## src/design/dbus_pkg.sv

```systemverilog
package dbus_pkg;

    // Bus width
    localparam int DBUS_ADDR_WIDTH = 32;

    // Data memory region, base 0x8000_0000
    localparam int DEV_SEL_ADDR_HIGH = 31;
    localparam int DEV_SEL_ADDR_LOW  = 28;
    localparam logic [DEV_SEL_ADDR_HIGH-DEV_SEL_ADDR_LOW:0] DMEM_ADDR_MATCH = 4'h8;

    // Boot memory region, base 0x0001_0000
    localparam int BMEM_SEL_ADDR_HIGH = 31;
    localparam int BMEM_SEL_ADDR_LOW  = 16;
    localparam logic [BMEM_SEL_ADDR_HIGH-BMEM_SEL_ADDR_LOW:0] BMEM_ADDR_MATCH = 16'h0001;

    // Peripheral region, timer at 0x0200_0000
    localparam int PERI_SEL_ADDR_HIGH = 31;
    localparam int PERI_SEL_ADDR_LOW  = 20;
    localparam logic [PERI_SEL_ADDR_HIGH-PERI_SEL_ADDR_LOW:0] CLINT_ADDR_MATCH = 12'h020;

    // Memory sizes in words
    localparam int DMEM_DEPTH = 1024;
    localparam int BMEM_DEPTH = 16;

    // Timer register offsets
    localparam logic [3:0] CLINT_MTIME_LO    = 4'h0;
    localparam logic [3:0] CLINT_MTIME_HI    = 4'h4;
    localparam logic [3:0] CLINT_MTIMECMP_LO = 4'h8;
    localparam logic [3:0] CLINT_MTIMECMP_HI = 4'hC;

    // Store width requested by the LSU
    typedef enum logic [1:0] {
        ST_OPS_NONE = 2'b00,
        ST_OPS_SB   = 2'b01,
        ST_OPS_SH   = 2'b10,
        ST_OPS_SW   = 2'b11
    } type_st_ops_e;

    // LSU request into the bus
    typedef struct packed {
        logic [DBUS_ADDR_WIDTH-1:0] addr;
        logic [31:0]                w_data;   // Store value in the low bits
        type_st_ops_e               st_ops;
        logic                       ld_req;
        logic                       st_req;
    } type_lsu2dbus_s;

    // Response back to the LSU
    typedef struct packed {
        logic [31:0] r_data;
        logic        ack;
    } type_dbus2lsu_s;

    // Device response, same layout as type_dbus2lsu_s
    typedef struct packed {
        logic [31:0] r_data;
        logic        ack;
    } type_peri2dbus_s;

    // Request broadcast to the devices
    typedef struct packed {
        logic [DBUS_ADDR_WIDTH-1:0] addr;
        logic [31:0]                w_data;   // Already on its byte lanes
        logic [3:0]                 sel_byte;
        logic                       w_en;
        logic                       req;
    } type_dbus2peri_s;

endpackage : dbus_pkg

```

## src/design/clint_timer.sv

```systemverilog
module clint_timer (
    input  logic                      clk,
    input  logic                      rst_i,
    input  dbus_pkg::type_dbus2peri_s dbus2peri_i,
    input  logic                      sel_i,
    output dbus_pkg::type_peri2dbus_s clint2dbus_o,
    output logic                      timer_irq_o
);

    import dbus_pkg::*;

    logic [63:0] mtime;
    logic [63:0] mtimecmp;
    logic [3:0]  reg_off;
    logic        access;
    logic        wr_en;
    logic [31:0] r_data;
    logic        ack;

    // Replace only the enabled bytes of a 32-bit half
    function automatic logic [31:0] merge_bytes(input logic [31:0] old_word,
                                                input logic [31:0] new_word,
                                                input logic [3:0]  sel);
        logic [31:0] merged;
        merged = old_word;
        for (int b = 0; b < 4; b++) begin
            if (sel[b]) begin
                merged[8*b +: 8] = new_word[8*b +: 8];
            end
        end
        return merged;
    endfunction

    assign reg_off = {dbus2peri_i.addr[3:2], 2'b00};
    assign access  = sel_i & dbus2peri_i.req & ~ack;
    assign wr_en   = access & dbus2peri_i.w_en;

    always_ff @(posedge clk) begin
        if (rst_i) begin
            mtime    <= '0;
            mtimecmp <= '1;  // Keeps the interrupt quiet out of reset
        end else begin
            // Software write wins over the tick
            if (wr_en && reg_off == CLINT_MTIME_LO) begin
                mtime[31:0] <= merge_bytes(mtime[31:0], dbus2peri_i.w_data, dbus2peri_i.sel_byte);
            end else if (wr_en && reg_off == CLINT_MTIME_HI) begin
                mtime[63:32] <= merge_bytes(mtime[63:32], dbus2peri_i.w_data,
                                            dbus2peri_i.sel_byte);
            end else begin
                mtime <= mtime + 64'd1;
            end

            if (wr_en && reg_off == CLINT_MTIMECMP_LO) begin
                mtimecmp[31:0] <= merge_bytes(mtimecmp[31:0], dbus2peri_i.w_data,
                                              dbus2peri_i.sel_byte);
            end else if (wr_en && reg_off == CLINT_MTIMECMP_HI) begin
                mtimecmp[63:32] <= merge_bytes(mtimecmp[63:32], dbus2peri_i.w_data,
                                               dbus2peri_i.sel_byte);
            end
        end
    end

    always_ff @(posedge clk) begin
        if (access) begin
            case (reg_off)
                CLINT_MTIME_LO:    r_data <= mtime[31:0];
                CLINT_MTIME_HI:    r_data <= mtime[63:32];
                CLINT_MTIMECMP_LO: r_data <= mtimecmp[31:0];
                CLINT_MTIMECMP_HI: r_data <= mtimecmp[63:32];
                default:           r_data <= '0;
            endcase
        end
    end

    always_ff @(posedge clk) begin
        if (rst_i) begin
            ack         <= 1'b0;
            timer_irq_o <= 1'b0;
        end else begin
            ack         <= access;
            timer_irq_o <= (mtime >= mtimecmp);  // One cycle behind the compare
        end
    end

    assign clint2dbus_o.r_data = r_data;
    assign clint2dbus_o.ack    = ack;

endmodule : clint_timer

```

## config.mk

```make
export PLATFORM = sky130hd
export DESIGN_NAME = clint_timer
export DESIGN_NICKNAME = d
export VERILOG_FILES = /design/src/design/dbus_pkg.sv /design/src/design/clint_timer.sv
export SDC_FILE = /design/constraint.sdc
export NUM_CORES = 1
export LEC_CHECK = 0
export ABC_CLOCK_PERIOD_IN_PS = 3200
export BUFFER_PORTS_ARGS = -buffer_cell sky130_fd_sc_hd__buf_2
export CORE_UTILIZATION = 60
export CTS_CLUSTER_SIZE = 24
export DETAILED_ROUTE_END_ITERATION = 16
export PLACE_DENSITY = 0.81
export SYNTH_ARGS = -nofsm -noshare
export SYNTH_HDL_FRONTEND = slang
export SYNTH_SLANG_ARGS = --single-unit
```

## constraint.sdc

```tcl
create_clock -name clk -period 3.2 [get_ports clk]
set_input_delay 0.16 -clock clk [delete_from_list [all_inputs] [get_ports clk]]
set_output_delay 0.16 -clock clk [all_outputs]
set_load 0.1 [all_outputs]
```

==> run summary <==
Die Y: 129.8 um
share of post-route cells with drive strength above 1: 15.98%
Ant. Diodes: 0
top layer in use: met4
clk slew on worst S/H paths: 70 ps
crit-path max FO: 8
Post-CTS Hold Fix Bufs: 0
Lkg Pwr: 0.004746 uW
RR Startpoint: mtime[9]
met1 wire length: 12410 um
number of global-route vias before repair: 9014
GRT Util Overall: 37.00%
violated checks: hold timing
Yosys Warn Count: 0
sequential cell area fraction in the yosys report: 36.35%
HPWL Detailed: 20820 um
ANT nets after route: 0
synthesis-stage register bit count: 162
Mapped Cells: 1140
WL final: 29810 um
cts bufs inserted: 17
Min Hold Slack: -9.061 ps
Area growth syn-to-layout: 12.86%
Final Max Tran Viols: 0
Root Buffer: clkbuf_16
CP required: 3570 ps
async set-or-reset flop fraction in the synthesized netlist: 0%
R2R setup slack: 310 ps
syn avg cell area: 8.600 um^2
First-pass DRT Iterations: 8
Core Region: 15940 um^2
post-route cell area: 11070 um^2
Die W: 129.8 um
fin crit period: 2887 ps
outcome: complete, but fails checks
Post-route DRC: 0
routed wl met3: 2850 um
Initial Util: 61.50%
fillcell total: 1266
vias per cell: 6.771
TritonCTS clock tree: built
global-route wire length before repair: 47640 um
RSZ-0062 raised after global routing: false
Net Count, Synth: 1278
clock sinks: 162
setup tns final: 0 ps
Hold Crit Start: dbus2peri_i[36]
Setup Skew: 11.79 ps
CP Class: flop to flop
Cell Area, Placed: 10420 um^2
Most used DFF post-synth: dfxtp_1
Die Area: 16860 um^2
largest net degree at the start of global routing: 63
Hold WC Path Type: input port to flop
I/O pin count: 107
final worst setup slack: 313.2 ps
Port Buffers: 76
Max-Cap Viols: 0
hold path cells: 3
fmax: 0.3464 GHz
Iter 0 DRT Violations: 1497
utilization after layout: 69.41%
post-CTS setup repair buffer count: 0
multi-input logic area: 5670 um^2
final hold vios: 1
Resized Gates After CTS: 0
startpoint types: flop
worst-skew pair later-pin latency: 440 ps
Worst setup EP type: flop
GPL Wtd Cong: 1.015
gr ovfl total: 0
CP arrival: 3250 ps
fin crit share: 90.21%
clock tree buffer depth: 2
htree depth: 4
initial antenna violation count: 0
met2 WL: 13430 um
pre-CTS setup slack: 370.5 ps
Final nets: 1334
register area: 3563 um^2
Pwr per Cell Area: 446.7 nW/um^2
Slew @ Worst Pin: 887.7 ps
row count: 46
Mapped Area: 9804 um^2
count of cell types in the netlist: 69
sink of the worst hold path: mtime[62]
Post-synth EDFFs: 32
maximum VDD drop: 0.3920 mV
Rel. slew slack: 40.82%
# setup viols final: 0
drt wl/cell: 20.94 um
R2R Path End: mtime[57]
R2R depth: 6
Via Count: 9642
[synthesized netlist by cell type (14+ instances only)]
master | instances | area [um^2]
clkbuf_1 | 56 | 210.2
a21o_1 | 14 | 105.1
nor2_1 | 41 | 153.9
inv_1 | 79 | 296.5
nand2_1 | 164 | 615.6
a21oi_1 | 76 | 380.4
mux4_2 | 31 | 698.2
dfxtp_1 | 130 | 2603
edfxtp_1 | 32 | 960.9
ha_1 | 65 | 813.3
o211ai_1 | 56 | 420.4
nand4_1 | 32 | 200.2
and3_1 | 16 | 100.1
nor4_1 | 14 | 87.58
nand3_1 | 75 | 375.4
nor3_1 | 28 | 140.1
or3_1 | 19 | 118.9
o21ai_0 | 44 | 220.2
a31oi_1 | 25 | 156.4
[metrics by stage]
stage | hold slack [ps] | cells | total power, uW
after global placement | 441.4 | 1393 | 2684
after global routing | 8.996 | 1424 | 5060
final | -9.061 | 1424 | 4943
after CTS | 1.809 | 1424 | 4920
after detailed placement | 449.5 | 1393 | 2694
after floorplan | 287.3 | 1140 | 2547
[critical path, stage by stage, from the launching register on]
cell	delay [ps]
dfxtp_1	480
nand4_2	220
or4_1	590
or3_1	530
or2_4	340
or4_1	500
a31oi_1	160
[kinds of logic (layout without fill, tap and decap cells)]
| group | after synthesis | in the layout | synth area share [%] |
|---|---|---|---|
| simple gates | 435 | 435 | 21.85 |
| compound gates | 285 | 285 | 18.76 |
| flops | 162 | 162 | 36.35 |
| buf+inv | 148 | 216 | 5.960 |
| fa+ha+maj | 65 | 65 | 8.295 |
| mux | 43 | 43 | 8.614 |
| xor+xnor | 2 | 2 | 0.1787 |
[cells in the final DEF (no fill, tap or decap), drive strengths merged, types with 33 or more instances in the layout]
cell type,instances
nand4,33
nor2,41
buf,105
nand2,164
o211ai,56
o21ai,44
inv,80
ha,65
nand3,75
dfxtp,130
a21oi,76
[power breakdown]
group	leakage, uW	total (uW)	internal (uW)	switching (uW)
clock network	0.000315	2280	1440	847
logic	0.00308	488	135	353
registers	0.00135	2170	2130	38.4
total	0.00475	4940	3710	1240
[worst max path at each step]
stage / startpoint / to
after CTS: mtime[11] / mtime[57]
after floorplan: mtime[9] / mtime[57]
final: mtime[9] / mtime[57]
after global routing: mtime[9] / mtime[57]
after global placement: mtime[9] / mtime[57]
after detailed placement: mtime[11] / mtime[57]
[layer usage]
| layer | up-vias | global-route usage, % |
|---|---|---|
| met5 | - | 0 |
| met4 | 0 | 16.96 |
| met3 | 100 | 6.724 |
| met2 | 596 | 57.25 |
| met1 | 4564 | 50.40 |
| li1 | 4382 | - |
[area by class of cell]
cell class	instances	area share, %
Multi-Input combinational cell	830	51.24
Sequential cell	162	32.20
Timing Repair Buffer	105	5.518
Clock buffer	21	4.251
Inverter	80	2.714
Tap cell	216	2.442
Clock inverter	10	1.628
[state kept, by name (all words and copies together) (netlist names)]
register / flops
r_data: 32
timer_irq_o: 1
ack: 1
mtime: 64
mtimecmp: 64
Power figures use the tool's default switching activity.
