[src/design/dbus_pkg.sv]
package dbus_pkg;

    // Bus width
    localparam int DBUS_ADDR_WIDTH = 32;

    // Data memory region, base 0x8000_0000
    localparam int DEV_SEL_ADDR_HIGH = 31;
    localparam int DEV_SEL_ADDR_LOW  = 28;
    localparam logic [DEV_SEL_ADDR_HIGH-DEV_SEL_ADDR_LOW:0] DMEM_ADDR_MATCH = 4'h8;

    // Boot memory region, base 0x0001_0000
    localparam int BMEM_SEL_ADDR_HIGH = 31;
    localparam int BMEM_SEL_ADDR_LOW  = 16;
    localparam logic [BMEM_SEL_ADDR_HIGH-BMEM_SEL_ADDR_LOW:0] BMEM_ADDR_MATCH = 16'h0001;

    // Peripheral region, timer at 0x0200_0000
    localparam int PERI_SEL_ADDR_HIGH = 31;
    localparam int PERI_SEL_ADDR_LOW  = 20;
    localparam logic [PERI_SEL_ADDR_HIGH-PERI_SEL_ADDR_LOW:0] CLINT_ADDR_MATCH = 12'h020;

    // Memory sizes in words
    localparam int DMEM_DEPTH = 1024;
    localparam int BMEM_DEPTH = 16;

    // Timer register offsets
    localparam logic [3:0] CLINT_MTIME_LO    = 4'h0;
    localparam logic [3:0] CLINT_MTIME_HI    = 4'h4;
    localparam logic [3:0] CLINT_MTIMECMP_LO = 4'h8;
    localparam logic [3:0] CLINT_MTIMECMP_HI = 4'hC;

    // Store width requested by the LSU
    typedef enum logic [1:0] {
        ST_OPS_NONE = 2'b00,
        ST_OPS_SB   = 2'b01,
        ST_OPS_SH   = 2'b10,
        ST_OPS_SW   = 2'b11
    } type_st_ops_e;

    // LSU request into the bus
    typedef struct packed {
        logic [DBUS_ADDR_WIDTH-1:0] addr;
        logic [31:0]                w_data;   // Store value in the low bits
        type_st_ops_e               st_ops;
        logic                       ld_req;
        logic                       st_req;
    } type_lsu2dbus_s;

    // Response back to the LSU
    typedef struct packed {
        logic [31:0] r_data;
        logic        ack;
    } type_dbus2lsu_s;

    // Device response, same layout as type_dbus2lsu_s
    typedef struct packed {
        logic [31:0] r_data;
        logic        ack;
    } type_peri2dbus_s;

    // Request broadcast to the devices
    typedef struct packed {
        logic [DBUS_ADDR_WIDTH-1:0] addr;
        logic [31:0]                w_data;   // Already on its byte lanes
        logic [3:0]                 sel_byte;
        logic                       w_en;
        logic                       req;
    } type_dbus2peri_s;

endpackage : dbus_pkg

[src/design/dbus_interconnect.sv]
module dbus_interconnect (
    input  logic                     clk,
    input  logic                     rst_i,

    // Load/store unit side
    input  dbus_pkg::type_lsu2dbus_s lsu2dbus_i,
    output dbus_pkg::type_dbus2lsu_s dbus2lsu_o,

    // Device responses
    input  dbus_pkg::type_peri2dbus_s dmem2dbus_i,
    input  dbus_pkg::type_peri2dbus_s bmem2dbus_i,
    input  dbus_pkg::type_peri2dbus_s clint2dbus_i,

    // Device selects
    output logic                     dmem_sel_o,
    output logic                     bmem_sel_o,
    output logic                     clint_sel_o,

    // Shared request to all devices
    output dbus_pkg::type_dbus2peri_s dbus2peri_o
);

    import dbus_pkg::*;

    logic [DBUS_ADDR_WIDTH-1:0] dbus_addr;
    logic                       dbus_req;

    logic                       dmem_addr_match;
    logic                       bmem_addr_match;
    logic                       clint_addr_match;

    logic                       dmem_sel;
    logic                       bmem_sel;
    logic                       clint_sel;

    logic [31:0]                lane_data;
    logic [3:0]                 lane_sel;

    assign dbus_addr = lsu2dbus_i.addr;
    assign dbus_req  = lsu2dbus_i.ld_req | lsu2dbus_i.st_req;

    // Region matches
    assign dmem_addr_match  = (dbus_addr[DEV_SEL_ADDR_HIGH:DEV_SEL_ADDR_LOW] == DMEM_ADDR_MATCH);
    assign bmem_addr_match  = (dbus_addr[BMEM_SEL_ADDR_HIGH:BMEM_SEL_ADDR_LOW] == BMEM_ADDR_MATCH);
    assign clint_addr_match = (dbus_addr[PERI_SEL_ADDR_HIGH:PERI_SEL_ADDR_LOW] == CLINT_ADDR_MATCH);

    // Store lane steering
    always_comb begin
        lane_data = '0;
        lane_sel  = 4'b0000;

        case (lsu2dbus_i.st_ops)
            ST_OPS_SB: begin
                case (dbus_addr[1:0])
                    2'b00: begin
                        lane_data[7:0] = lsu2dbus_i.w_data[7:0];
                        lane_sel       = 4'b0001;
                    end
                    2'b01: begin
                        lane_data[15:8] = lsu2dbus_i.w_data[7:0];
                        lane_sel        = 4'b0010;
                    end
                    2'b10: begin
                        lane_data[23:16] = lsu2dbus_i.w_data[7:0];
                        lane_sel         = 4'b0100;
                    end
                    default: begin
                        lane_data[31:24] = lsu2dbus_i.w_data[7:0];
                        lane_sel         = 4'b1000;
                    end
                endcase
            end
            ST_OPS_SH: begin
                if (dbus_addr[1]) begin
                    lane_data[31:16] = lsu2dbus_i.w_data[15:0];  // Upper half
                    lane_sel         = 4'b1100;
                end else begin
                    lane_data[15:0] = lsu2dbus_i.w_data[15:0];
                    lane_sel        = 4'b0011;
                end
            end
            ST_OPS_SW: begin
                lane_data = lsu2dbus_i.w_data;
                lane_sel  = 4'b1111;
            end
            default: begin
                lane_data = '0;  // No store
                lane_sel  = 4'b0000;
            end
        endcase
    end

    // Fixed priority device select
    always_comb begin
        dmem_sel  = 1'b0;
        clint_sel = 1'b0;
        bmem_sel  = 1'b0;

        if (dmem_addr_match & dbus_req) begin
            dmem_sel = 1'b1;
        end else if (clint_addr_match & dbus_req) begin
            clint_sel = 1'b1;
        end else if (bmem_addr_match & dbus_req) begin
            bmem_sel = 1'b1;
        end
    end

    assign dbus2peri_o.addr     = dbus_addr;
    assign dbus2peri_o.w_data   = lane_data;
    assign dbus2peri_o.sel_byte = lane_sel;
    assign dbus2peri_o.w_en     = lsu2dbus_i.st_req;
    assign dbus2peri_o.req      = dbus_req;

    assign dmem_sel_o  = dmem_sel;
    assign bmem_sel_o  = bmem_sel;
    assign clint_sel_o = clint_sel;

    // Unmapped requests get an all-zero response and never see ack
    assign dbus2lsu_o = dmem_sel  ? type_dbus2lsu_s'(dmem2dbus_i)
                      : clint_sel ? type_dbus2lsu_s'(clint2dbus_i)
                      : bmem_sel  ? type_dbus2lsu_s'(bmem2dbus_i)
                      : '0;

endmodule : dbus_interconnect

[config.mk]
export PLATFORM = sky130hd
export DESIGN_NAME = dbus_interconnect
export DESIGN_NICKNAME = d
export VERILOG_FILES = /design/src/design/dbus_pkg.sv /design/src/design/dbus_interconnect.sv
export SDC_FILE = /design/constraint.sdc
export NUM_CORES = 1
export LEC_CHECK = 0
export BUFFER_PORTS_ARGS = -buffer_cell sky130_fd_sc_hd__buf_4
export CORE_AREA = 2 2 106 108
export DETAILED_ROUTE_END_ITERATION = 8
export DIE_AREA = 0 0 108 110
export GPL_TIMING_DRIVEN = 1
export PLACE_DENSITY = 0.52
export SLEW_MARGIN = 20
export SYNTH_ARGS = -nofsm -noshare
export SYNTH_HDL_FRONTEND = slang
export SYNTH_SLANG_ARGS = --single-unit
[constraint.sdc]
create_clock -name vclk -period 3.2
set_clock_uncertainty 0.2 [all_clocks]
set_input_delay 0.32 -clock vclk [all_inputs]
set_output_delay 0.32 -clock vclk [all_outputs]
set_load 0.1 [all_outputs]
==> metrics <==
Critical Path Max Stage Delay 0.34 ns; top post-synthesis cells by area a221o_1, buf_4, and2_0, a22o_1, a222oi_1; Mapped Avg Cell Area 7.561 um^2; Simple-Gate Fraction of Synth Area 0.3060; Hold Violations, Final 0; WP depth 7; total grt overflow 0; vias per inst 4.258; Leakage Power 1.679 nW; Post-Synth XOR/XNOR Area 0; PnR worst setup slack 0.6601 ns; core area 10700 um^2; Worst VDD drop 0.1082 mV; FMAX 393.7 MHz; nets@finish 558; largest net degree at the start of global routing 35; drt total wl 8.056 mm; cell taking the most area after synthesis a221o_1; CTS-repair resized insts 0; Sequential Area 0 um^2; placed cell areas 3133 um^2; final non-filler cell total 528; layout sequential cell count 0; CP cell instances buf_4, nor4_2, nand4_2, nor4_4, buf_4, a221o_2, buf_4; Top cell by count, worst path buf_4; crit-path leading delay family buffers and inverters; Hold Crit Depth 0; routed wl met3 591 um; power density over the cells 221.2 nW/um^2; sequential area share after synthesis 0; max_slew headroom 0.4450; Die Area 11880 um^2; Die Wd 108 um; DP Wirelength 6.824 mm; Via Count 2248; Hold WC Path Type input pin to primary output; post-synthesis adder-cell area fraction 0; Compound-Gate Fraction of Synth Area 0.4217; Yosys warning total 0; met2 wire len 4.210 mm; post-route setup TNS 0 ns; FP Rows 38; Placer Congestion 0.8097; worst-path cell with the longest stage delay buf_4; Yosys cell types 30; WL/cell 15.26 um; Buf/Inv on CP 3; Final ANT Viol Nets 0; RSZ-0062 raised after global routing false; # setup viols final 0; share of cells above drive strength 1 0.6796; DR pass1 iterations 4; outcome finished, final reports clean; Max Cap Violations 0; DRC errors left 0; vias in the first global route 2192; Mapped Area 1406 um^2; # Post-CTS Setup Buffers 0; clkbuf count 0; hold buffer count at cts 0; initial antenna violation count 2; WL met1 3.207 mm; GRT Util Overall 0.1127; WHS 0.4400 ns; Least-Margin Pin Slew 0.8307 ns; crit path DAT 2.02 ns; WP data required 2.68 ns; CP Class input pin to primary output; DR iter-0 viols 194; Ports 275; period utilization 0.7937; cell count after synthesis 186; Min Clock Period, post-route 2.540 ns; crit end category primary output; highest metal used met5; Max Slew Vio Count 0; largest family of logic cells by synthesized area compound AO/OA/AOI/OAI gates; mux cell area share after synthesis 0; Syn-to-layout area delta 123.0%; CP Max Fanout 27; Synth Net Count 355; Placed Cells 527; initial core utilization 0.1315; design area 3136 um^2; Port-buffer cells 245; post-synth top area share 0.2064; type of origin of the critical path input pin; Die Span Y 110 um; global-route wire length before repair 11.00 mm; pre-CTS WS 0.6491 ns
power breakdown:
part	internal, mW	total (mW)	switching [mW]
clock network	0.0000000418	0.0000000418	0
logic	0.215	0.694	0.479
registers	0	0	0
total	0.215	0.694	0.479
kinds of logic after synthesis:
family	Yosys count
and+or+nand+nor	62
AOI/OAI and AO/OA	63
buffers and inverters	61
cell usage in the layout (no fill, tap or decap), types with 2 or more instances in the layout:
cell      synthesis  final
buf_4            34    249
a221o_1          29     29
and2_0           28     28
a22o_1           16     16
inv_1            12     12
nor2b_1          11     11
a222oi_1          8      8
and2_1            6      6
a221o_2           4      4
a21oi_1           2      2
nand2_1           2      2
nor4_2            2      2
nor2_1            2      2
nor4_4            2      2
per-stage QoR:
step | power (mW) | utilization
5_1_grt | 0.7151 | 0.2929
4_1_cts | 0.6952 | 0.2929
2_1_floorplan | 0.5439 | -
6_report | 0.6936 | 0.2931
3_3_place_gp | 0.6910 | 0.2929
3_5_place_dp | 0.6941 | 0.2929
worst paths after layout:
kind      startpoint              end  slack [ns]
min   lsu2dbus_i[40]  dbus2peri_o[42]        0.44
max   lsu2dbus_i[67]    dbus2lsu_o[2]        0.66
cells in the mapped netlist:
cell type,count
a21boi_1,1
a21oi_1,2
a221o_1,29
a221o_2,4
a222oi_1,8
a22o_1,16
and2_0,28
and2_1,6
and3_1,1
and3_2,1
buf_2,3
buf_4,34
buf_6,3
clkbuf_1,9
inv_1,12
nand2_1,2
nand4_2,1
nor2_1,2
nor2_2,1
nor2b_1,11
nor3_1,1
nor3_2,1
nor4_2,2
nor4_4,2
o21a_1,1
o21ai_0,1
o21bai_1,1
or2_1,1
or2_2,1
or3_1,1
area by class of cell:
class,count,area [um^2]
Inverter,12,45.04
Multi-Input combinational cell,125,1023
Antenna cell,1,2.502
Fill cell,1175,7562
Timing Repair Buffer,250,1889
Tap cell,140,175.2
per-layer routing:
layer  vias up  global-route usage
li1       1087                   -
met1      1057              0.1411
met2        94              0.2080
met3         6             0.02293
met4         4            0.007326
met5         -                   0
No activity file was read; power rests on OpenSTA's default activity.
